[config.mk]
export PLATFORM = sky130hd
export DESIGN_NAME = stage_accumulator
export DESIGN_NICKNAME = d
export VERILOG_FILES = /design/src/logic/haar_stage_pkg.sv /design/src/logic/stage_accumulator.sv
export VERILOG_INCLUDE_DIRS = /design/src /design/src/logic
export SDC_FILE = /design/constraint.sdc
export NUM_CORES = 1
export LEC_CHECK = 0
export ABC_CLOCK_PERIOD_IN_PS = 3800
export BUFFER_PORTS_ARGS = -buffer_cell sky130_fd_sc_hd__buf_4
export CAP_MARGIN = 40
export CORE_MARGIN = 1
export CORE_UTILIZATION = 49
export CTS_CLUSTER_SIZE = 10
export DETAILED_ROUTE_END_ITERATION = 8
export PLACE_DENSITY_LB_ADDON = 0.3
export SETUP_SLACK_MARGIN = 0.5
export SLEW_MARGIN = 20
export SYNTH_ARGS = -nofsm -noshare
export SYNTH_HDL_FRONTEND = slang
export SYNTH_SLANG_ARGS = --single-unit
[constraint.sdc]
create_clock -name clk -period 3.8 [get_ports clk]
set_input_delay 0.76 -clock clk [delete_from_list [all_inputs] [get_ports clk]]
set_output_delay 0.76 -clock clk [all_outputs]
set_load 0.02 [all_outputs]
[src/logic/haar_stage_defines.svh]
`ifndef HAAR_STAGE_DEFINES_SVH
`define HAAR_STAGE_DEFINES_SVH

// integral image window
`define WINDOW_WIDTH 10
`define WINDOW_HEIGHT 10
`define WINDOW_WORDS (`WINDOW_WIDTH * `WINDOW_HEIGHT)

// classifier storage
`define MAX_CLASSIFIERS 8
`define CLASSIFIER_FIELDS 18

// host bus
`define APB_ADDR_WIDTH 12
`define APB_DATA_WIDTH 32

`endif

[src/logic/haar_stage_pkg.sv]
`default_nettype none

`include "haar_stage_defines.svh"

package haar_stage_pkg;

	typedef logic [15:0] pixel_sum_t;
	// indices of 100 and above read as zero
	typedef logic [6:0] window_index_t;
	typedef logic [15:0] param_word_t;
	typedef logic signed [15:0] weight_t;
	typedef logic signed [31:0] feature_value_t;
	typedef logic signed [15:0] vote_t;
	typedef logic signed [15:0] stage_sum_t;
	typedef logic [2:0] classifier_index_t;
	typedef logic [3:0] class_count_t;

	typedef struct packed {
		window_index_t r1_a;
		window_index_t r1_b;
		window_index_t r1_c;
		window_index_t r1_d;
		window_index_t r2_a;
		window_index_t r2_b;
		window_index_t r2_c;
		window_index_t r2_d;
		window_index_t r3_a;
		window_index_t r3_b;
		window_index_t r3_c;
		window_index_t r3_d;
	} corner_set_t;

	typedef struct packed {
		pixel_sum_t r1_a;
		pixel_sum_t r1_b;
		pixel_sum_t r1_c;
		pixel_sum_t r1_d;
		pixel_sum_t r2_a;
		pixel_sum_t r2_b;
		pixel_sum_t r2_c;
		pixel_sum_t r2_d;
		pixel_sum_t r3_a;
		pixel_sum_t r3_b;
		pixel_sum_t r3_c;
		pixel_sum_t r3_d;
	} corner_values_t;

	typedef struct packed {
		corner_set_t corners;
		weight_t weight1;
		weight_t weight2;
		weight_t weight3;
		logic signed [15:0] threshold;
		vote_t left_vote;
		vote_t right_vote;
	} classifier_t;

	typedef struct packed {
		logic psel;
		logic penable;
		logic pwrite;
		logic [`APB_ADDR_WIDTH-1:0] paddr;
		logic [`APB_DATA_WIDTH-1:0] pwdata;
	} apb_req_t;

	typedef struct packed {
		logic [`APB_DATA_WIDTH-1:0] prdata;
		logic pready;
		logic pslverr;
	} apb_rsp_t;

	typedef enum logic [1:0] {
		seq_idle,
		seq_run,
		seq_drain
	} seq_state_e;

endpackage

`default_nettype wire

[src/logic/stage_accumulator.sv]
`timescale 1ns/100ps
`default_nettype none

module stage_accumulator
(
	input wire clk,
	input wire rst,
	input wire start,
	input wire vote_valid,
	input wire vote_last,
	input wire haar_stage_pkg::vote_t vote,
	input wire haar_stage_pkg::stage_sum_t stage_threshold,
	output haar_stage_pkg::stage_sum_t stage_sum,
	output logic candidate,
	output logic done
);

	haar_stage_pkg::stage_sum_t running_sum;
	haar_stage_pkg::stage_sum_t next_sum;

	assign next_sum = running_sum + vote;

	always_ff @(posedge clk)
	begin
		if (rst || start)
		begin
			running_sum <= '0;
			stage_sum <= '0;
			candidate <= 1'b0;
			done <= 1'b0;
		end
		else
		begin
			done <= 1'b0;
			if (vote_valid)
			begin
				running_sum <= next_sum;
				// final vote publishes the result
				if (vote_last)
				begin
					stage_sum <= next_sum;
					candidate <= next_sum > stage_threshold;
					done <= 1'b1;
				end
			end
		end
	end

endmodule

`default_nettype wire

# Word-level counts from Yosys, hierarchy flattened
# Cells that the tools add are included.
op_classes:
  n_reduce_logical: 3
  mux: 1
  n_lt_le_gt_ge: 1
  bitwise_logic: 1
  n_addsub: 1
ops:
  columns: ["operator", "count"]
  rows:
  - ["$add 16x16->16", 1]
  - ["$gt 16x16->1", 1]
  - ["$reduce_and 2->1", 1]
  - ["$reduce_or 2->1", 1]
  - ["$logic_or 1x1->1", 1]
  - ["$mux 1", 1]
  - ["$not 1->1", 1]
totals:
  inputBits: 37
  register_bits: 34
  output_inout_bits: 18
  word_cells: 11

# Longest topological paths before layout
depth:
  depth_word: 2
  depth_mapped: 17
  mapped_depth_nobuf: 17

# Worst setup path after synthesis
# Ideal clock, no wire load.
synth_timing:
  path_kind: "input to register"
  start: "input vote[5]"
  end: "register candidate"
  t_required_ns: 3.668
  slack_ns: 0.181
  n_path_buf: 0
  setup_time_ns: 0.132
  cell_stages: 13
  arrival_time_ns: 3.487
  path_cell_list: "ha_1 -> a21oi_2 -> nand2_2 -> a221oi_4 -> o31ai_4 -> a221o_1 -> xnor3_1 -> inv_1 -> ha_1 -> inv_1 -> a2111o_1 -> o311ai_0 -> a21oi_1"
synth_via:
  elab_chain_cells: 2
synth_rtl:
  columns: ["item", "line_no", "source"]
  rows:
  - ["start: declaration", "stage_accumulator.sv:11", "input wire haar_stage_pkg::vote_t vote,"]
  - ["$add 16x16->16", "stage_accumulator.sv:21", "assign next_sum = running_sum + vote;"]
  - ["via next_sum[15]", "stage_accumulator.sv:19", "haar_stage_pkg::stage_sum_t next_sum;"]
  - ["$gt 16x16->1", "stage_accumulator.sv:42", "candidate <= next_sum > stage_threshold;"]
  - ["end signal: assignment", "stage_accumulator.sv:42", null]
  - ["end: declaration", "stage_accumulator.sv:14", "output logic candidate,"]
# The timed path passes the listed nets, and every way through them passes these cells.
# A chain may end at the register's enable or synchronous reset.

# Worst setup path in the final report
layout_timing:
  start: "input vote[0]"
  end: "register candidate"
# Same word-level chain as after synthesis.

==> reports/qor.yml <==
htreeDepth: 2
vias: 2209
cts_hold_buf: 0
synth_flop_cell: "dfxtp_1"
seq_area_um2: 681
clk_latency_ns: 0.30
n_antenna_cell: 0
fmax_mhz: 297
ys_seq_elements: 34
status: "complete, but fails checks"
synth_edf_count: 0
num_rows: 24
fin_crit_sh_pct: 88.5
grt_pass1_vias: 2151
syn-mean-instance-area_um2: 8.43
drtIter0Drc: 91
fin_util_pct: 71.3
dp.final_hpwl_um: 4340
yosysTopAreaCellShare_pct: 29.6
async_flop_share_pct: 0
totalWireLength_um: 6050
swShare_pct: 30.9
syn_area_um2: 2300
synthTopCellsByArea: "dfxtp_1, ha_1, a21oi_1, nand2_1, mux2i_1"
dieWidth_um: 70.5
hold_violations: 0
cp_max_fo: 3
path_class: "in -> reg"
overflow: 0
crit_arrival_ns: 3.59
crit_path_top_delay_cell: "a2111oi_2"
ant_nets: 0
min_period_ns: 3.36
yosysSeqAreaShare_pct: 29.6
synth_area_leader_cell: "dfxtp_1"
worst-path-buf-inv: 3
antenna_found_initial: 0
finalClockSkew_ns: 0.00497
final_layout_size_suffix_gt1_share_pct: 33.0
chipHeight_um: 70.5
drt_pre_antenna_iters: 7
power.switching_uw: 319
start_util_pct: 51.8
peakVddDrop_uv: 232
area_growth_syn_to_layout_pct: 37.7
cts_buffers: 5
r2r_setup_slack_ns: 0.65
gp_congestion: 0.841
critPathTopFamily: "compound AO/OA/AOI/OAI gates"
top_level_ports: 55
drt-wirelength-per-cell_um: 15.3
p_int_uw: 714
dp_cells: 377
core_um2: 4440
power_mw: 1.03
violations: "design-rule violations"
max_slew_margin_pct: 58.9
cp.required_ns: 4.03
setup-violations-final: 0
combPwrFrac_pct: 31.8
grt_max_degree: 26
nFillCells: 347
clkPwrFrac_pct: 31.4
slew_viol_final: 0
p_per_area_nw_per_um2: 326
drc: 14
slowest_delay_ns: 0.49
cts_root_buf: "clkbuf_8"
worst_hold_slack_ns: 0.455
endpoint_kind: "flop"
clkSinkCount: 34
p_leak_nw: 1.49
max-cap-violations: 0
grt_usage_pct: 25.8
cp_cell_sequence: "buf_4, ha_4, inv_2, fa_2, nor2b_2, o2111a_2, o21ai_2, a21boi_2, a2111oi_2, a211oi_2, inv_2, ha_4, and4_1, nand3_2, nor3_2, a21oi_1, o311ai_2, a21oi_1"
grt_pass1_wl_um: 9800
seqPwrFrac_pct: 36.8
setup-tns-final_ns: 0
clkSlewWorstSetupHoldPaths_ns: 0.07
fin_nets: 410
yosys_warnings: 0
synthCells: 273
synth.distinct_cells: 48
rsz0062_at_grt: "yes"
cts_buffer_depth: 2
multiInputGateArea_um2: 1680
viasPerCell: 5.61
io_buffers: 54
stdcell_count: 394
start_kind: "primary input"
tightest_slew_ns: 0.616
dieArea_um2: 4970
synth_nets: 342
min_path_type: "reg -> reg"
tritoncts: "built"
per-layer routing:
layer | track usage [%] | share of wire [%]
met1 | 29.0 | 41
met2 | 46.9 | 51
met3 | 5.63 | 4.9
met4 | 10.9 | 2.7
met5 | 0 | 0
cell type report:
| type | instances | share of cell area [%] |
|---|---|---|
| multi-input combinational | 204 | 53.0 |
| sequential | 34 | 21.5 |
| timing repair buffer | 71 | 17.1 |
| clock buffer | 8 | 3.47 |
| inverter | 25 | 2.96 |
| tap | 52 | 2.05 |
synthesized netlist by cell type, drive strengths merged (3+ instances only):
master / count
a22o: 3
clkbuf: 8
a21o: 7
nor2b: 5
ha: 31
a211oi: 4
xnor2: 5
nor2: 20
nand3: 7
mux2i: 10
xor2: 4
o21ai: 8
inv: 25
dfxtp: 34
and4: 3
a21oi: 29
nand2: 31
o21a: 5
cells by family after synthesis:
group | after synthesis | share of synthesized area (%)
flops | 34 | 29.6
fa+ha+maj | 32 | 17.7
compound gates | 70 | 21.3
mux | 10 | 4.35
xor+xnor | 10 | 4.40
buf+inv | 35 | 5.71
simple gates | 82 | 16.9
sequential cells by signal, summed over array words and instances, names as in the netlist:
signal,flops
running_sum,16
done,1
candidate,1
stage_sum,16
tightest hold or removal path, stage by stage (launching register included):
cell and delay (ns):
dfxtp_1 0.31, nand2_1 0.05, a21oi_1 0.05
power by group through the flow:
stage	Combinational, mW	Sequential, mW	Clock, mW
6_report	0.329	0.380	0.325
3_3_place_gp	0.280	0.386	0
2_1_floorplan	0.179	0.392	0
3_5_place_dp	0.289	0.387	0
4_1_cts	0.320	0.380	0.329
5_1_grt	0.361	0.381	0.344
final timing paths:
| kind | cells past startpoint | startpoint | end |
|---|---|---|---|
| setup reg to reg | 17 | running_sum[0] | candidate |
| setup / recovery | 18 | vote[0] | candidate |
| hold / removal | 2 | stage_sum[0] | stage_sum[0] |
| hold reg to reg | 2 | stage_sum[0] | stage_sum[0] |
stage by stage:
stage | cell area, um2 | setup slack (ns)
after CTS | 3150 | 0.500
final | 3170 | 0.437
after global routing | 3170 | 0.383
after global placement | 2860 | 0.0236
after detailed placement | 2870 | -0.115
after floorplan | 2370 | 0.385
layout by cell type (no fill, tap or decap), types with 6 or more instances in the layout:
| cell | Yosys | final |
|---|---|---|
| ha_1 | 31 | 22 |
| clkbuf_8 | 0 | 8 |
| a21o_1 | 7 | 7 |
| inv_1 | 24 | 23 |
| nor2_1 | 20 | 20 |
| buf_4 | 0 | 70 |
| dfxtp_1 | 34 | 34 |
| mux2i_1 | 10 | 10 |
| ha_4 | 0 | 9 |
| a21oi_1 | 28 | 25 |
| nand2_1 | 30 | 29 |
| nand3_1 | 7 | 6 |
| o21ai_0 | 6 | 6 |
timing repair:
action	CTS	global route
pin swaps	24	5
setup endpoints to repair	1	1
resized for setup	17	4
buffers inserted	9	0
Note: power is estimated with default switching activity, not from simulation.
