`src/logic/haar_stage_defines.svh`:
```
`ifndef HAAR_STAGE_DEFINES_SVH
`define HAAR_STAGE_DEFINES_SVH

// integral image window
`define WINDOW_WIDTH 10
`define WINDOW_HEIGHT 10
`define WINDOW_WORDS (`WINDOW_WIDTH * `WINDOW_HEIGHT)

// classifier storage
`define MAX_CLASSIFIERS 8
`define CLASSIFIER_FIELDS 18

// host bus
`define APB_ADDR_WIDTH 12
`define APB_DATA_WIDTH 32

`endif

```
`src/logic/haar_stage_pkg.sv`:
```
`default_nettype none

`include "haar_stage_defines.svh"

package haar_stage_pkg;

	typedef logic [15:0] pixel_sum_t;
	// indices of 100 and above read as zero
	typedef logic [6:0] window_index_t;
	typedef logic [15:0] param_word_t;
	typedef logic signed [15:0] weight_t;
	typedef logic signed [31:0] feature_value_t;
	typedef logic signed [15:0] vote_t;
	typedef logic signed [15:0] stage_sum_t;
	typedef logic [2:0] classifier_index_t;
	typedef logic [3:0] class_count_t;

	typedef struct packed {
		window_index_t r1_a;
		window_index_t r1_b;
		window_index_t r1_c;
		window_index_t r1_d;
		window_index_t r2_a;
		window_index_t r2_b;
		window_index_t r2_c;
		window_index_t r2_d;
		window_index_t r3_a;
		window_index_t r3_b;
		window_index_t r3_c;
		window_index_t r3_d;
	} corner_set_t;

	typedef struct packed {
		pixel_sum_t r1_a;
		pixel_sum_t r1_b;
		pixel_sum_t r1_c;
		pixel_sum_t r1_d;
		pixel_sum_t r2_a;
		pixel_sum_t r2_b;
		pixel_sum_t r2_c;
		pixel_sum_t r2_d;
		pixel_sum_t r3_a;
		pixel_sum_t r3_b;
		pixel_sum_t r3_c;
		pixel_sum_t r3_d;
	} corner_values_t;

	typedef struct packed {
		corner_set_t corners;
		weight_t weight1;
		weight_t weight2;
		weight_t weight3;
		logic signed [15:0] threshold;
		vote_t left_vote;
		vote_t right_vote;
	} classifier_t;

	typedef struct packed {
		logic psel;
		logic penable;
		logic pwrite;
		logic [`APB_ADDR_WIDTH-1:0] paddr;
		logic [`APB_DATA_WIDTH-1:0] pwdata;
	} apb_req_t;

	typedef struct packed {
		logic [`APB_DATA_WIDTH-1:0] prdata;
		logic pready;
		logic pslverr;
	} apb_rsp_t;

	typedef enum logic [1:0] {
		seq_idle,
		seq_run,
		seq_drain
	} seq_state_e;

endpackage

`default_nettype wire

```
`src/logic/haar_feature_eval.sv`:
```
`timescale 1ns/100ps
`default_nettype none

module haar_feature_eval
(
	input wire clk,
	input wire rst,
	input wire issue_valid,
	input wire last_issue,
	input wire haar_stage_pkg::classifier_t classifier,
	output haar_stage_pkg::corner_set_t corners,
	input wire haar_stage_pkg::corner_values_t corner_values,
	output logic vote_valid,
	output logic vote_last,
	output haar_stage_pkg::vote_t vote
);

	// stage 1
	haar_stage_pkg::corner_values_t s1_values;
	haar_stage_pkg::weight_t s1_weight1;
	haar_stage_pkg::weight_t s1_weight2;
	haar_stage_pkg::weight_t s1_weight3;
	logic signed [15:0] s1_threshold;
	haar_stage_pkg::vote_t s1_left;
	haar_stage_pkg::vote_t s1_right;
	logic s1_valid;
	logic s1_last;

	// stage 2
	haar_stage_pkg::feature_value_t s2_prod1;
	haar_stage_pkg::feature_value_t s2_prod2;
	haar_stage_pkg::feature_value_t s2_prod3;
	logic signed [15:0] s2_threshold;
	haar_stage_pkg::vote_t s2_left;
	haar_stage_pkg::vote_t s2_right;
	logic s2_valid;
	logic s2_last;

	haar_stage_pkg::feature_value_t feature;

	// A + D - B - C, wraps at 16 bits and is then taken as signed
	function automatic haar_stage_pkg::feature_value_t weighted_rect(
		input haar_stage_pkg::pixel_sum_t a,
		input haar_stage_pkg::pixel_sum_t b,
		input haar_stage_pkg::pixel_sum_t c,
		input haar_stage_pkg::pixel_sum_t d,
		input haar_stage_pkg::weight_t weight
	);
		logic signed [15:0] rect;
		rect = a + d - b - c;
		return haar_stage_pkg::feature_value_t'(rect) * haar_stage_pkg::feature_value_t'(weight);
	endfunction

	assign corners = classifier.corners;
	assign feature = s2_prod1 + s2_prod2 + s2_prod3;

	always_ff @(posedge clk)
	begin
		if (rst)
		begin
			s1_valid <= 1'b0;
			s1_last <= 1'b0;
			s2_valid <= 1'b0;
			s2_last <= 1'b0;
			vote_valid <= 1'b0;
			vote_last <= 1'b0;
		end
		else
		begin
			s1_valid <= issue_valid;
			s1_last <= issue_valid && last_issue;
			s2_valid <= s1_valid;
			s2_last <= s1_last;
			vote_valid <= s2_valid;
			vote_last <= s2_last;
		end
	end

	always_ff @(posedge clk)
	begin
		s1_values <= corner_values;
		s1_weight1 <= classifier.weight1;
		s1_weight2 <= classifier.weight2;
		s1_weight3 <= classifier.weight3;
		s1_threshold <= classifier.threshold;
		s1_left <= classifier.left_vote;
		s1_right <= classifier.right_vote;

		s2_prod1 <= weighted_rect(s1_values.r1_a, s1_values.r1_b, s1_values.r1_c,
			s1_values.r1_d, s1_weight1);
		s2_prod2 <= weighted_rect(s1_values.r2_a, s1_values.r2_b, s1_values.r2_c,
			s1_values.r2_d, s1_weight2);
		s2_prod3 <= weighted_rect(s1_values.r3_a, s1_values.r3_b, s1_values.r3_c,
			s1_values.r3_d, s1_weight3);
		s2_threshold <= s1_threshold;
		s2_left <= s1_left;
		s2_right <= s1_right;

		vote <= (feature > haar_stage_pkg::feature_value_t'(s2_threshold)) ? s2_right : s2_left;
	end

endmodule

`default_nettype wire

```
`config.mk`:
```
export PLATFORM = sky130hd
export DESIGN_NAME = haar_feature_eval
export DESIGN_NICKNAME = d
export VERILOG_FILES = /design/src/logic/haar_stage_pkg.sv /design/src/logic/haar_feature_eval.sv
export VERILOG_INCLUDE_DIRS = /design/src /design/src/logic
export SDC_FILE = /design/constraint.sdc
export NUM_CORES = 2
export LEC_CHECK = 0
export BUFFER_PORTS_ARGS = -buffer_cell sky130_fd_sc_hd__buf_4
export CELL_PAD_IN_SITES_DETAIL_PLACEMENT = 0
export CELL_PAD_IN_SITES_GLOBAL_PLACEMENT = 1
export CORE_MARGIN = 5
export CORE_UTILIZATION = 44
export CTS_CLUSTER_DIAMETER = 80
export DETAILED_ROUTE_END_ITERATION = 16
export PLACE_DENSITY = 0.87
export SYNTH_ARGS = -nofsm -noshare
export SYNTH_HDL_FRONTEND = slang
export SYNTH_SLANG_ARGS = --single-unit
```
`constraint.sdc`:
```
create_clock -name clk -period 9.65 [get_ports clk]
set_clock_uncertainty 0.2 [all_clocks]
set_input_delay 0.4825 -clock clk [delete_from_list [all_inputs] [get_ports clk]]
set_output_delay 0.4825 -clock clk [all_outputs]
set_load 0.01 [all_outputs]
```
# Word-level counts from Yosys, hierarchy flattened
# Cells that the tools add are included.
word_totals:
  wordCells: 48
  ff_bits: 454
  input_bits: 376
  out_inout_bits: 102
op_classes:
  reduce_logical: 1
  n_mux: 1
  mul: 3
  magnitude_cmp: 1
  add_sub_neg: 11
ops:
  columns: ["cell", "n"]
  rows:
  - ["$mul A16 B16 Y32", 3]
  - ["$sub A16 B16 Y16", 6]
  - ["$add A32 B32 Y32", 2]
  - ["$add A16 B16 Y16", 3]
  - ["$gt A32 B16 Y1", 1]
  - ["$mux W16", 1]
  - ["$logic_and A1 B1 Y1", 1]

# Depth between registers and ports, before layout
logic_depth:
  word_depth: 4
  mapped_depth: 39
  mapped_depth_nobuf: 39

# Worst setup path after synthesis
# No wires, ideal clock.
synth_path:
  path_type: "register to register"
  start: "reg s1_values[128] in the netlist's numbering"
  end: "reg s2_prod1[28]"
  required_ps: 9332
  slack_ps: 575
  path_buffers: 1
  path_stages_with_launch: 34
  period_less_slack_ps: 9075
  setup_time_ps: 118
  t_arrival_ps: 8756
  path_cell_list: "dfxtp_1 > fa_1 > inv_1 > fa_1 > inv_1 > ha_1 > fa_1 > a21o_1 > a21oi_1 > o21bai_1 > a21oi_1 > o21bai_1 > a211o_1 > a2111o_1 > nand3_1 > buf_2 > nand2_1 > fa_1 > fa_1 > fa_1 > inv_1 > fa_1 > fa_1 > inv_1 > fa_1 > inv_1 > ha_1 > and3_1 > nand4_1 > o41ai_1 > a211oi_1 > o31ai_1 > a21oi_1 > xnor2_1"
synth_between:
  elab_chain_cells: 4
synth_lines:
  columns: ["element", "line_no", "text"]
  rows:
  - ["start: declaration", "haar_feature_eval.sv:19", "haar_stage_pkg::corner_values_t s1_values;"]
  - ["start signal: assignment", "haar_feature_eval.sv:81", "s1_values <= corner_values;"]
  - ["$add A16 B16 Y16", "haar_feature_eval.sv:50", "rect = a + d - b - c;"]
  - ["$sub A16 B16 Y16 (2 in series)", "haar_feature_eval.sv:50", null]
  - ["$mul A16 B16 Y32", "haar_feature_eval.sv:51", "return haar_stage_pkg::feature_value_t'(rect) * haar_stage_pkg::feature_value_t'(weight);"]
  - ["end signal: assignment", "haar_feature_eval.sv:89", "s2_prod1 <= weighted_rect(s1_values.r1_a, s1_values.r1_b, s1_values.r1_c,"]
  - ["end: declaration", "haar_feature_eval.sv:30", "haar_stage_pkg::feature_value_t s2_prod1;"]
# Every way passes these cells.
# A chain may end at the register's enable or synchronous reset.

# Final worst setup path
layout_path:
  start: "reg s1_values[64] in the netlist's numbering"
  end: "reg s2_prod2[31]"
layout_between:
  elab_chain_cells: 4
layout_lines:
  columns: ["element", "line_no", "text"]
  rows:
  - ["$add A16 B16 Y16", "haar_feature_eval.sv:50", null]
  - ["$sub A16 B16 Y16 (2 in series)", "haar_feature_eval.sv:50", null]
  - ["$mul A16 B16 Y32", "haar_feature_eval.sv:51", null]
  - ["end signal: assignment", "haar_feature_eval.sv:91", "s2_prod2 <= weighted_rect(s1_values.r2_a, s1_values.r2_b, s1_values.r2_c,"]
  - ["end: declaration", "haar_feature_eval.sv:31", "haar_stage_pkg::feature_value_t s2_prod2;"]
# Every way passes these cells.

==> results.yml <==
floorplanning:
  boundaryPins: 478
  dieArea_sq_um: 113800
  die_height_microns: 337.4
  start_util: 0.4417
  rows: 120
  core_area_sq_um: 106800
  die_width_microns: 337.4
critical_path:
  slowest_delay_ns: 0.57
  critPathKind: "reg -> reg"
  crit_start: "s1_values[64]"
  crit_top_cell: "fa_1"
  required_ns: 9.95
  end_kind: "register"
  cp_max_fo: 11
  worst_ep_arrival_time_ns: 9.57
  critPathSlowestCell: "fa_1"
  start_kind: "register"
  rr_startpoint: "s1_values[64]"
logic_synthesis:
  yosys.area.top_type_share: 0.3855
  syn_avg_cell_area_sq_um: 9.904
  ys_ff_latch: 454
  ys.flop_type: "dfxtp_1"
  synthArstFlopShare: 0
  synth_nets: 6401
  postSynthCellCount: 4761
  synth.most_common_cell: "inv_1"
  synthesis.area_sq_um: 47150
  ys_warn_count: 0
  yosysUniqueCellTypes: 70
  synth_edf_count: 0
  yosys-top-cells-area: "fa_1, dfxtp_1, ha_1"
  synth_top_cells_by_count: "inv_1, fa_1, dfxtp_1"
  yosysSeqAreaShare: 0.1928
  synth_top_area_cell: "fa_1"
run_status:
  status: "complete, no violations"
global_routing:
  grt_pass1_vias: 36450
  grt_pass1_wl_mm: 179.6
  antenna_found_initial: 2
  grt_max_degree: 36
  grt_use_total: 0.1950
  grt_remaining_overflow: 0
drt:
  wl_mm: 108.1
  drt_iter0_markers: 1653
  postRouteAntennaNets: 0
  vias_per_cell: 4.861
  num_vias: 32760
  first_pass_iters: 5
  drc_errors: 0
  wire_per_inst_microns: 16.04
min_path:
  hold_class: "reg -> reg"
  hold_start: "s1_right[7]"
clock_network:
  cts_tree: "built"
  clockBufferDepth: 3
  cts_buffers: 52
  h-tree-depth: 2
  cts_sinks: 454
  clock-root-buffer: "clkbuf_16"
  clkTransAtPathRegs_ns: 0.06
  clock_latency_ns: 0.66
layout:
  num-nets-final: 6932
  area.growth.synth_to_final_pct: 18.94
  layout-drive-gt1-share: 0.1155
  utilization: 0.5253
sta:
  finalHoldViolations: 0
  rsz0062_at_grt: "true"
  finalWorstPathRequiredPeriod_ns: 9.278
  post-route-period-util: 0.9614
  slew_violations: 0
  fmax_ghz: 0.1078
  worst_pin_slew_ns: 1.108
  slew_headroom: 0.2563
  final-setup-viol-count: 0
flow_run:
  cap_violations: 0
place:
  place_hpwl_mm: 82.78
  routabilityCongestion: 0.8479
  port_buffers: 309
critical path: cells and delay by family, from the launching register on:
kind,cells,cell delay (ns)
AO/OA/AOI/OAI,13,2.52
flip-flops,1,0.31
adder cells (fa/ha/maj),11,4.96
AND/OR/NAND/NOR,4,0.61
buffers and inverters,5,0.44
XOR/XNOR,1,0.08
per-stage QoR:
stage / worst slack, ns / setup TNS [ns] / hold slack (ns) / area [sq um] / cells
6_report: 0.3721 / 0 / 0.1258 / 56080 / 6739
5_1_grt: -0.1024 / -0.4066 / 0.1306 / 56080 / 6737
4_1_cts: 0.03640 / 0 / 0.1267 / 55530 / 6724
3_5_place_dp: 0.03327 / 0 / 0.1121 / 50760 / 6337
3_3_place_gp: 0.07771 / 0 / 0.1097 / 50760 / 6337
2_1_floorplan: 0.5754 / 0 / 0.1096 / 47150 / 4761
cell usage in the layout (no fill, tap or decap), types with 100 or more instances in the layout:
cell type      count
ha_1             350
fa_1             901
xnor2_1          126
inv_1           1116
nor2_1           116
buf_4            382
dlygate4sd3_1    291
a21oi_1          100
nand2_1          421
and2_1           357
dfxtp_1          454
layout make-up:
type | count | area, sq um
multi-input combinational | 2984 | 33280
timing repair buffer | 681 | 5892
tap | 1403 | 1755
clock inverter | 30 | 402.9
inverter | 1119 | 4208
sequential | 454 | 9089
fill | 9297 | 50670
clock buffer | 66 | 1454
antenna | 2 | 5.005
cells by family (layout without fill, tap and decap cells):
kind of cell | Yosys count | after routing | synth area share
compound gates | 382 | 382 | 0.05323
mux | 37 | 37 | 0.008677
fa+ha+maj | 1264 | 1264 | 0.4800
buf+inv | 1323 | 1896 | 0.1126
other cells | 0 | 2 | 0
simple gates | 1118 | 1118 | 0.1188
xor+xnor | 183 | 183 | 0.03399
flops | 454 | 454 | 0.1928
registers in the layout (all words and copies together), names as in the netlist:
register and count:
s1_values 192, s2_prod1 32, s2_prod2 32, s2_prod3 32, s1_left 16, s1_right 16, s1_threshold 16, s1_weight1 16
s1_weight2 16, s1_weight3 16, s2_left 16, s2_right 16, s2_threshold 16, vote 16, s1_last 1, s1_valid 1
s2_last 1, s2_valid 1, vote_last 1, vote_valid 1
per-layer routing:
metal  vias up  wire length, microns  GRT usage
li1      15200                     -          -
met1     16570                 43010     0.2377
met2       755                 56610     0.3541
met3       228                  5007    0.03078
met4         0                  3450    0.06286
met5         -                     0          0
what timing repair did:
item                                   4_1_cts  5_1_grt
setup endpoints to repair                    4       33
hold buffers                               291        0
setup buffers                                0       13
gates resized for setup                      2      100
endpoints found under the hold margin      294        0
pin swaps                                    0       38
worst paths after layout:
kind                  endpoint  slack (ns)  cells after the start
setup / recovery  s2_prod2[31]        0.37                     34
hold / removal     s2_right[7]        0.13                      0
setup reg to reg  s2_prod2[31]        0.37                     34
hold reg to reg    s2_right[7]        0.13                      0
Power is not shown: default switching activity piles up to over one toggle a cycle in this logic, so the estimate is an artifact.
