## src/logic/haar_stage_defines.svh

```systemverilog
`ifndef HAAR_STAGE_DEFINES_SVH
`define HAAR_STAGE_DEFINES_SVH

// integral image window
`define WINDOW_WIDTH 10
`define WINDOW_HEIGHT 10
`define WINDOW_WORDS (`WINDOW_WIDTH * `WINDOW_HEIGHT)

// classifier storage
`define MAX_CLASSIFIERS 8
`define CLASSIFIER_FIELDS 18

// host bus
`define APB_ADDR_WIDTH 12
`define APB_DATA_WIDTH 32

`endif

```

## src/logic/haar_stage_pkg.sv

```systemverilog
`default_nettype none

`include "haar_stage_defines.svh"

package haar_stage_pkg;

	typedef logic [15:0] pixel_sum_t;
	// indices of 100 and above read as zero
	typedef logic [6:0] window_index_t;
	typedef logic [15:0] param_word_t;
	typedef logic signed [15:0] weight_t;
	typedef logic signed [31:0] feature_value_t;
	typedef logic signed [15:0] vote_t;
	typedef logic signed [15:0] stage_sum_t;
	typedef logic [2:0] classifier_index_t;
	typedef logic [3:0] class_count_t;

	typedef struct packed {
		window_index_t r1_a;
		window_index_t r1_b;
		window_index_t r1_c;
		window_index_t r1_d;
		window_index_t r2_a;
		window_index_t r2_b;
		window_index_t r2_c;
		window_index_t r2_d;
		window_index_t r3_a;
		window_index_t r3_b;
		window_index_t r3_c;
		window_index_t r3_d;
	} corner_set_t;

	typedef struct packed {
		pixel_sum_t r1_a;
		pixel_sum_t r1_b;
		pixel_sum_t r1_c;
		pixel_sum_t r1_d;
		pixel_sum_t r2_a;
		pixel_sum_t r2_b;
		pixel_sum_t r2_c;
		pixel_sum_t r2_d;
		pixel_sum_t r3_a;
		pixel_sum_t r3_b;
		pixel_sum_t r3_c;
		pixel_sum_t r3_d;
	} corner_values_t;

	typedef struct packed {
		corner_set_t corners;
		weight_t weight1;
		weight_t weight2;
		weight_t weight3;
		logic signed [15:0] threshold;
		vote_t left_vote;
		vote_t right_vote;
	} classifier_t;

	typedef struct packed {
		logic psel;
		logic penable;
		logic pwrite;
		logic [`APB_ADDR_WIDTH-1:0] paddr;
		logic [`APB_DATA_WIDTH-1:0] pwdata;
	} apb_req_t;

	typedef struct packed {
		logic [`APB_DATA_WIDTH-1:0] prdata;
		logic pready;
		logic pslverr;
	} apb_rsp_t;

	typedef enum logic [1:0] {
		seq_idle,
		seq_run,
		seq_drain
	} seq_state_e;

endpackage

`default_nettype wire

```

## src/logic/haar_apb_decoder.sv

```systemverilog
`timescale 1ns/100ps
`default_nettype none

`include "haar_stage_defines.svh"

module haar_apb_decoder
(
	input wire clk,
	input wire rst,
	input wire haar_stage_pkg::apb_req_t apb_req,
	output haar_stage_pkg::apb_rsp_t apb_rsp,
	output logic win_we,
	output haar_stage_pkg::window_index_t win_index,
	output haar_stage_pkg::pixel_sum_t win_data,
	input wire haar_stage_pkg::pixel_sum_t win_rdata,
	output logic param_we,
	output haar_stage_pkg::classifier_index_t param_class,
	output logic [4:0] param_field,
	output haar_stage_pkg::param_word_t param_data,
	input wire haar_stage_pkg::param_word_t param_rdata,
	output haar_stage_pkg::stage_sum_t stage_threshold,
	output haar_stage_pkg::class_count_t class_count,
	output logic start,
	input wire busy,
	input wire done,
	input wire candidate,
	input wire haar_stage_pkg::stage_sum_t stage_sum
);

	localparam logic [1:0] region_window = 2'd0;
	localparam logic [1:0] region_param = 2'd1;
	localparam logic [1:0] region_ctrl = 2'd2;

	localparam logic [7:0] ctrl_threshold = 8'd0;
	localparam logic [7:0] ctrl_count = 8'd1;
	localparam logic [7:0] ctrl_start = 8'd2;
	localparam logic [7:0] ctrl_status = 8'd3;

	logic access;
	logic write;
	logic [1:0] region;
	logic [7:0] offset;
	logic win_ok;
	logic field_ok;
	logic count_ok;
	logic error;
	logic ctrl_we;
	logic done_flag;
	logic [`APB_DATA_WIDTH-1:0] rdata;

	assign access = apb_req.psel && apb_req.penable;
	assign write = access && apb_req.pwrite;
	assign region = apb_req.paddr[11:10];
	assign offset = apb_req.paddr[9:2];
	assign win_ok = offset < `WINDOW_WORDS;
	assign field_ok = apb_req.paddr[6:2] < `CLASSIFIER_FIELDS;
	assign count_ok = (apb_req.pwdata != '0) && (apb_req.pwdata <= `MAX_CLASSIFIERS);

	// reads fail only on unmapped addresses, writes also on the busy and value rules
	always_comb
	begin
		error = 1'b0;
		case (region)
			region_window: error = !win_ok || (apb_req.pwrite && busy);
			region_param: error = !field_ok || (apb_req.pwrite && busy);
			region_ctrl:
			begin
				case (offset)
					ctrl_threshold: error = apb_req.pwrite && busy;
					ctrl_count: error = apb_req.pwrite && (busy || !count_ok);
					ctrl_start: error = apb_req.pwrite && busy;
					ctrl_status: error = apb_req.pwrite;
					default: error = 1'b1;
				endcase
			end
			default: error = 1'b1;
		endcase
	end

	assign win_we = write && !error && (region == region_window);
	assign win_index = offset[6:0];
	assign win_data = apb_req.pwdata[15:0];
	assign param_we = write && !error && (region == region_param);
	assign param_class = apb_req.paddr[9:7];
	assign param_field = apb_req.paddr[6:2];
	assign param_data = apb_req.pwdata[15:0];
	assign ctrl_we = write && !error && (region == region_ctrl);

	always_ff @(posedge clk)
	begin
		if (rst)
		begin
			stage_threshold <= '0;
			class_count <= 4'd1;
			start <= 1'b0;
			done_flag <= 1'b0;
		end
		else
		begin
			start <= ctrl_we && (offset == ctrl_start) && apb_req.pwdata[0];
			if (ctrl_we && (offset == ctrl_threshold))
			begin
				stage_threshold <= apb_req.pwdata[15:0];
			end
			if (ctrl_we && (offset == ctrl_count))
			begin
				class_count <= apb_req.pwdata[3:0];
			end
			// sticky until the next run starts
			if (start)
			begin
				done_flag <= 1'b0;
			end
			else if (done)
			begin
				done_flag <= 1'b1;
			end
		end
	end

	always_comb
	begin
		rdata = '0;
		case (region)
			region_window: rdata = {16'b0, win_rdata};
			region_param: rdata = {16'b0, param_rdata};
			region_ctrl:
			begin
				case (offset)
					ctrl_threshold: rdata = {{16{stage_threshold[15]}}, stage_threshold};
					ctrl_count: rdata = {28'b0, class_count};
					ctrl_status: rdata = {stage_sum, 13'b0, candidate, done_flag || done, busy};
					default: rdata = '0;
				endcase
			end
			default: rdata = '0;
		endcase
	end

	// no wait states
	always_comb
	begin
		apb_rsp = '{prdata: rdata, pready: 1'b1, pslverr: access && error};
	end

endmodule

`default_nettype wire

```

## config.mk

```make
export PLATFORM = sky130hd
export DESIGN_NAME = haar_apb_decoder
export DESIGN_NICKNAME = d
export VERILOG_FILES = /design/src/logic/haar_stage_pkg.sv /design/src/logic/haar_apb_decoder.sv
export VERILOG_INCLUDE_DIRS = /design/src /design/src/logic
export SDC_FILE = /design/constraint.sdc
export NUM_CORES = 1
export LEC_CHECK = 0
export ABC_AREA = 1
export CAP_MARGIN = 10
export CORE_AREA = 2 2 79 81
export DETAILED_ROUTE_END_ITERATION = 10
export DIE_AREA = 0 0 81 83
export DONT_BUFFER_PORTS = 1
export HOLD_SLACK_MARGIN = 0.06
export PLACE_DENSITY = 0.46
export SETUP_SLACK_MARGIN = 0.02
export SKIP_LAST_GASP = 1
export SLEW_MARGIN = 5
export SYNTH_ARGS = -nofsm -noshare
export SYNTH_HDL_FRONTEND = slang
export SYNTH_SLANG_ARGS = --single-unit
```

## constraint.sdc

```tcl
create_clock -name clk -period 1.55 [get_ports clk]
set_input_delay 0.155 -clock clk [delete_from_list [all_inputs] [get_ports clk]]
set_output_delay 0.155 -clock clk [all_outputs]
set_load 0.03 [all_outputs]
```

---- Word level (Yosys, flattened, before mapping) ----
Index checks and enable logic that the tools add are counted.
cells by class
  $lt $le $gt $ge ......................... 3
  reduce and logical (&&, ||, !) cells .... 27
  eq/ne operators ......................... 5
  muxes and demuxes ....................... 4
operators with widths
  cell                                                                    number
  32-bit one-hot mux with 3 select lines                                  2
  32-bit by 4-bit <= comparator with 1-bit output, second input constant  1
  32-bit nonzero test                                                     1
  8-bit by 2-bit equality test with 1-bit output, second input constant   2
  1-bit logical AND                                                       14
  8-bit by 1-bit equality test with 1-bit output, second input constant   1
  8-bit zero test                                                         1
  8-bit by 7-bit < comparator with 1-bit output, second input constant    1
  1-bit one-hot mux with 3 select lines                                   2
  5-bit < comparator, second input constant                               1
  1-bit zero test                                                         4
  1-bit logical OR                                                        4
  2-bit OR reduction                                                      2
  2-bit by 1-bit equality test with 1-bit output, second input constant   1
  2-bit equality test, second input constant                              1
  2-bit zero test                                                         1
storage, ports and cells
  logic and storage cells ................. 43
  flip-flop bits (word level) ............. 22
  output and inout bits ................... 104

---- Longest topological paths before layout ----
Gate-level depths: netlist of run 1.
  depth in word-level cells ............... 12
  mapped depth ............................ 16
  gate-level depth less buffers ........... 15

---- Worst setup path before layout of run 1 ----
Ideal clock, no wire load.
  path type ............................... input -> output
  start ................................... in apb_req[36] (netlist bit)
  end ..................................... out apb_rsp[6] (netlist bit)
  slack ................................... -530 ps
  stages on the path ...................... 5
  path buffers ............................ 0
  arrival ................................. 1925 ps
  path through ............................ nor2_2 nand2_2 nor3_2 inv_1 o311ai_0
RTL lines
  what                line                    RTL
  start: declaration  haar_apb_decoder.sv:10  input wire haar_stage_pkg::apb_req_t apb_req,
  end: declaration    haar_apb_decoder.sv:11  output haar_stage_pkg::apb_rsp_t apb_rsp,

---- Worst setup path after layout of run 1 ----
  start ................................... in apb_req[8] (netlist bit)
  end ..................................... out win_we
on the way
  word-level cells in the longest chain between the ends .. 10
ends and longest elaborated chain
  what                                                                                              line                    RTL
  32-bit by 4-bit <= comparator with 1-bit output (no line) or 32-bit nonzero test (tied branches)  n/a
  1-bit logical AND *                                                                               haar_apb_decoder.sv:57  assign count_ok = (apb_req.pwdata != '0) && (apb_req.pwdata <= `MAX_CLASSIFIERS);
  1-bit zero test *                                                                                 haar_apb_decoder.sv:70  ctrl_count: error = apb_req.pwrite && (busy || !count_ok);
  1-bit logical OR *                                                                                haar_apb_decoder.sv:70
  1-bit logical AND *                                                                               haar_apb_decoder.sv:70
  1-bit one-hot mux with 3 select lines *                                                           haar_apb_decoder.sv:68  case (offset)
  1-bit one-hot mux with 3 select lines *                                                           haar_apb_decoder.sv:63  case (region)
  1-bit zero test *                                                                                 haar_apb_decoder.sv:80  assign win_we = write && !error && (region == region_window);
  1-bit logical AND * (2 in a row)                                                                  haar_apb_decoder.sv:80
  end: declaration                                                                                  haar_apb_decoder.sv:12  output logic win_we,
Mark *: on every way between the ends. The rest lies on a longest branch, timed or not.

==> run summary, run 1 <==
Setup CP Type - primary input to primary output
Final WS setup - -0.0513 ns
status - complete, but fails checks
CP max FO - 4
number of vias per cell - 4.88
most frequent cells in the layout - nand2_1 (100), buf_4 (57), nor2_1 (56), inv_1 (26), dfxtp_1 (22)
share of layout cells above drive strength 1 - 31.4%
largest area contributor in the netlist - dfxtp_1
Area Overhead vs Synth - 40.7%
setup violators final - 1
dominant cells by area after synthesis - dfxtp_1 (21%), nand2_1 (19%), buf_4 (18%), nor2_1 (12%), inv_1 (5.1%)
PnR Total Power - 1.45 mW
CP startpoint kind - primary input
CTS clk-pin slew, worst paths - 0.09 ns
fmax - 0.625 GHz
initial DRC count - 68
# H-tree levels - 1
Synth Instances - 354
worst reg-to-reg setup slack - 0.26 ns
crit end category - primary output
Layout Cells excl Fill - 460
CP bufs+invs - 2
RR Endpoint - done_flag$_SDFFE_PP0P_
Buffers on Ports - 0
Top FF cell, synth - dfxtp_1
Most common cell on crit path - nand2_1
initial antenna violation count - 0
Syn Area/Cell - 5.86 um^2
clock root buffer - clkbuf_8
first-pass GRT wire length - 10,800 um
Post-synth EDFFs - 0
vias in the first global route - 2,149
Multi-input gate area - 1380 um^2
Initial Util - 35.6%
Yosys reg bits - 22
Final HPWL DP - 5470 um
Crit path largest cell delay - 0.17 ns
Clock Skews - 0.0000947 ns
Worst path top cell family by delay - simple AND/OR/NAND/NOR gates
maximum clock insertion buffer count - 2
Via Count - 2,244
DIE WIDTH - 81 um
Synth Warn # - 0
VDD IR max - 271 uV
nets@finish - 486
Post-DP Area - 2440 um^2
drt pass-1 iters - 5
ANT cells - 0
filler cell count - 604
reg-to-reg critical path startpoint - start$_SDFF_PP0_
Sequential Area - 440 um^2
min Tclk post-route - 1.60 ns
CTS tree - done
sequential-to-total area share from yosys stat - 21.2%
post-synthesis async set-or-reset flop share - 0%
Critical Path RT - 1.39 ns
Routed WL per cell - 15.6 um
Power Density - 497 nW/um^2
Die ar. - 6720 um^2
commonest non-fill, non-tap cell in the layout - nand2_1
hold path cells - 2
failing checks - negative setup slack
top cell type's share of synthesized area - 21.2%
GRT Util Overall - 20.3%
# IOs - 204
grt ovf - 0
syn nets - 454
max-cap violation count - 0
crit path DAT - 1.45 ns
unrepaired setup endpoints after global routing - true
Routed Antenna Nets - 0
final hold viol count - 0
number of buffers created by CTS - 3
hold path startpoint - apb_req[0]
WL final - 7170 um
die height - 83 um
Netlist Area Pre-Place - 2070 um^2
setup_tns - -0.0513 ns
clock sink count - 22
Unique masters post-synth - 30
Tightest Hold Check Type - primary input to register
largest net degree at the start of global routing - 22
R2R depth - 2
Core Rows - 28
final instance area - 2920 um^2
slowest cell on the critical path - a21oi_2
core box area - 5820 um^2
Static Leak - 1.34 nW
Period Utilization, post-route - 103%
placed cells - 432
critical-path cell list - nor2_4 > nand2_2 > nor2_1 > nand2_1 > nor2_1 > nand2_1 > nand2_1 > nand2_1 > nand2_1 > nand2_2 > a21oi_2 > inv_2 > nor3_4 > buf_12
routability cong. - 0.819
max-slew violation count - 0
drt drc - 0
Worst-Skew Late Latency - 0.27 ns
Hold Crit Endpoint - class_count[0]$_SDFFE_PP1P_
==> flip-flops by register name, summed over array words and instances, names as in the netlist <==
name / cells
stage_threshold: 16
class_count: 4
done_flag: 1
start: 1
==> per-layer routing <==
metal  global-route usage (%)  wire [um]
met5                        0          0
met4                     3.70         34
met2                     37.6       3670
met3                     3.15        620
met1                     24.3       2840
==> where the power goes <==
part	switching [mW]	internal, mW	leakage (nW)	total [mW]
combinational	0.196	0.133	1.13	0.329
sequential	0.000824	0.566	0.177	0.567
clock	0.208	0.345	0.0357	0.554
total	0.405	1.05	1.34	1.45
==> how the worst max path moves through the flow <==
stage | from | endpoint | slack (ns) | cells after the start
global placement | apb_req[15] | stage_threshold[12]$_SDFFE_PP0P_ | -0.14 | 15
floorplan | apb_req[36] | apb_rsp[6] | -0.11 | 5
detailed placement | apb_req[13] | win_we | -0.17 | 14
global route | apb_req[8] | win_we | -0.20 | 14
finish | apb_req[8] | win_we | -0.05 | 14
CTS | apb_req[18] | win_we | -0.05 | 14
==> Yosys cell counts, types with 4 or more instances <==
library cell    n
a32oi_1         9
inv_2           4
nor2_1         67
o211ai_1        4
a21oi_1        19
inv_1          28
nand4_1         4
dfxtp_1        22
nand3_1         6
nand2_1       105
clkbuf_1        6
buf_4          51
==> repair_timing <==
item / 4_1_cts / 5_1_grt
gates resized for setup: 17 / 26
hold buffers: 19 / 0
endpoints found under the setup margin: 17 / 42
setup buffers: 3 / 2
endpoints found under the hold margin: 21 / 0
pin swaps: 5 / 11
==> logic make-up (layout without fill, tap and decap cells) <==
logic type      after synthesis  after routing  share of synthesized area, %
simple gates                194            194                          38.5
buf+inv                      94            125                          26.4
compound gates               43             43                          13.6
flops                        22             22                          21.2
other cells                   1              1                         0.181
==> metrics by stage <==
| step | utilization, % | hold slack, ns | worst slack [ns] |
|---|---|---|---|
| final | 50.2 | 0.0679 | -0.0513 |
| after global routing | 50.2 | 0.0653 | -0.196 |
| after CTS | 47.8 | 0.0613 | -0.0466 |
| after detailed placement | 42.0 | 0.240 | -0.175 |
| after global placement | 42.0 | 0.234 | -0.137 |
| after floorplan | - | 0.232 | -0.113 |
==> area by class of cell <==
type	count	area share (%)
clock inverters	1	1.03
clock buffers	3	1.42
flip-flops and latches	22	15.1
well taps	75	3.22
multi-input cells	238	47.3
repair buffers	89	27.7
inverters	32	4.20
No activity file was read; power rests on OpenSTA's default activity.
==> inputs of run 2 (changes only) <==
- PLACE_DENSITY: 0.46 -> 0.48
- clock period: 1.55 -> 1.4 ns (I/O delays scaled with it)
==> run summary, run 2 (same netlist as run 1, synthesis figures left out) <==
clock root buffer - clkbuf_8
status - complete, but fails checks
nets@finish - 497 (+2.3%)
Core Rows - 28 (unchanged)
Largest regs - stage_threshold (16), class_count (4)
DIE WIDTH - 81 um (unchanged)
hold path startpoint - rst
Via Count - 2,346 (+4.5%)
number of buffers created by CTS - 3 (unchanged)
initial DRC count - 50 (-26%)
Hold Crit Endpoint - start$_SDFF_PP0_
Clock Skews - 0.0000315 ns (-0.0000632 ns)
commonest non-fill, non-tap cell in the layout - nand2_1
# H-tree levels - 1 (unchanged)
routability cong. - 0.774 (-5.5%)
R2R depth - 2 (unchanged)
VDD IR max - 270 uV (-0.26%)
worst reg-to-reg setup slack - 0.10 ns (-0.16 ns)
vias in the first global route - 2,203 (+2.5%)
drt drc - 0 (unchanged)
critical-path cell list - nor2_4 > nand2_4 > nor3_4 > inv_2 > o22ai_2 > a21oi_1 > o211ai_1 > buf_4
reg-to-reg critical path startpoint - start$_SDFF_PP0_
Die ar. - 6720 um^2 (unchanged)
Worst Hold Slack - 0.0702 ns (+0.00235 ns)
Area Overhead vs Synth - 56.5%
max-slew violation count - 0 (unchanged)
core box area - 5820 um^2 (unchanged)
hold path cells - 3 (+1)
Tightest Hold Check Type - primary input to register
maximum clock insertion buffer count - 2 (unchanged)
max-cap violation count - 0 (unchanged)
final hold viol count - 0 (unchanged)
WL final - 7430 um (+3.6%)
Critical Path RT - 1.26 ns (-0.13 ns)
CTS clk-pin slew, worst paths - 0.08 ns (about the same)
crit end category - primary output
crit path DAT - 1.38 ns (-0.07 ns)
CP bufs+invs - 2 (unchanged)
Final WS setup - -0.118 ns (-0.0667 ns)
Worst-Skew Late Latency - 0.26 ns (about the same)
max FFs per register - 16 (unchanged)
grt ovf - 0 (unchanged)
largest net degree at the start of global routing - 25 (+14%)
Top reg by flops - stage_threshold
Buffers on Ports - 0 (unchanged)
CP max FO - 5 (+1)
initial antenna violation count - 0 (unchanged)
PnR Total Power - 1.52 mW (+4.6%)
Routed WL per cell - 15.8 um (+1.2%)
RR Endpoint - done_flag$_SDFFE_PP0P_
CTS tree - done
first-pass GRT wire length - 10,800 um (unchanged)
number of vias per cell - 4.98 (+2.1%)
setup violators final - 22 (+21)
slowest cell on the critical path - nor3_4
filler cell count - 556 (-7.9%)
fmax - 0.659 GHz
drt pass-1 iters - 4 (-1)
# IOs - 204 (unchanged)
GRT Util Overall - 20.2% (-0.10 points)
Worst path top cell family by delay - simple AND/OR/NAND/NOR gates
Routed Antenna Nets - 0 (unchanged)
Initial Util - 35.6% (unchanged)
Final HPWL DP - 5410 um (-0.99%)
Static Leak - 1.45 nW (+8.2%)
Power Density - 468 nW/um^2 (-6.0%)
min Tclk post-route - 1.52 ns
Period Utilization, post-route - 108%
CP startpoint kind - primary input
Setup CP Type - primary input to primary output
die height - 83 um (unchanged)
clock sink count - 22 (unchanged)
unrepaired setup endpoints after global routing - true
most frequent cells in the layout - nand2_1 (93), nor2_1 (49), buf_4 (47), buf_6 (27), inv_1 (26)
ANT cells - 0 (unchanged)
Crit path largest cell delay - 0.27 ns (+0.10 ns)
failing checks - negative setup slack
share of layout cells above drive strength 1 - 40.2% (+8.7 points)
[run 2: cell count changes in the layout (fill, tap and decap cells not counted), moves of 3 or more]
cell,before,now
nor2_2,4,8
a21oi_4,11,14
nand3_1,6,3
nor2_4,9,12
nand2_2,5,13
nor2_1,56,49
a21oi_1,7,2
buf_6,8,27
nand2_1,100,93
buf_4,57,47
[run 2: what timing repair did]
item / in CTS / in global routing
gates cloned: 1 / 1
buffers inserted: 7 / 4
endpoints found under the setup margin: 33 / 54
gates resized for setup: 44 / 41
pin swaps: 19 / 12
hold endpoints to repair: 22 / 0
hold buffers: 19 / 0
[run 2: per-layer routing]
layer	wire [um]	global-route usage, %
met1	2840	24.6
met2	3940	37.3
met3	601	2.61
met4	44	3.85
met5	0	0
[run 2: layout make-up]
| cell class | instances | area (um^2) | share of cell area [%] |
|---|---|---|---|
| Multi-Input combinational cell | 238 | 1540 | 47.3 |
| Timing Repair Buffer | 100 | 1000 | 30.8 |
| Sequential cell | 22 | 440 | 13.6 |
| Inverter | 32 | 120 | 3.70 |
| Tap cell | 75 | 93.8 | 2.89 |
| Clock buffer | 4 | 55.1 | 1.70 |
[run 2: worst reg2reg max path: stages, from the launching register on]
cell,delay [ns]
dfxtp_1,0.53
nor3_1,0.11
dlygate4sd3_1,0.57
[run 2: worst max path at each step]
| stage | slack, ns | start | to | cells past startpoint |
|---|---|---|---|---|
| 3_3_place_gp | -0.22 | apb_req[10] | win_we | 14 |
| 6_report | -0.12 | apb_req[37] | apb_rsp[4] | 8 |
| 3_5_place_dp | -0.21 | apb_req[10] | win_we | 14 |
| 2_1_floorplan | -0.16 | apb_req[36] | apb_rsp[4] | 7 |
| 4_1_cts | -0.11 | apb_req[18] | param_we | 14 |
| 5_1_grt | -0.23 | apb_req[19] | param_we | 14 |
[run 2: stage by stage]
| stage | cell area [um^2] | TNS [ns] | setup slack (ns) | cells | utilization [%] |
|---|---|---|---|---|---|
| finish | 3240 | -1.43 | -0.118 | 471 | 55.8 |
| global route | 3240 | -3.81 | -0.231 | 471 | 55.8 |
| CTS | 3020 | -0.903 | -0.108 | 467 | 52.0 |
| detailed placement | 2540 | -5.11 | -0.206 | 438 | 43.6 |
| global placement | 2540 | -4.66 | -0.221 | 438 | 43.6 |
| floorplan | 2290 | -2.16 | -0.160 | 354 | - |
[run 2: report_power, final]
| group | switching, mW | internal, mW |
|---|---|---|
| combinational | 0.242 | 0.183 |
| sequential | 0.00185 | 0.627 |
| clock | 0.212 | 0.251 |
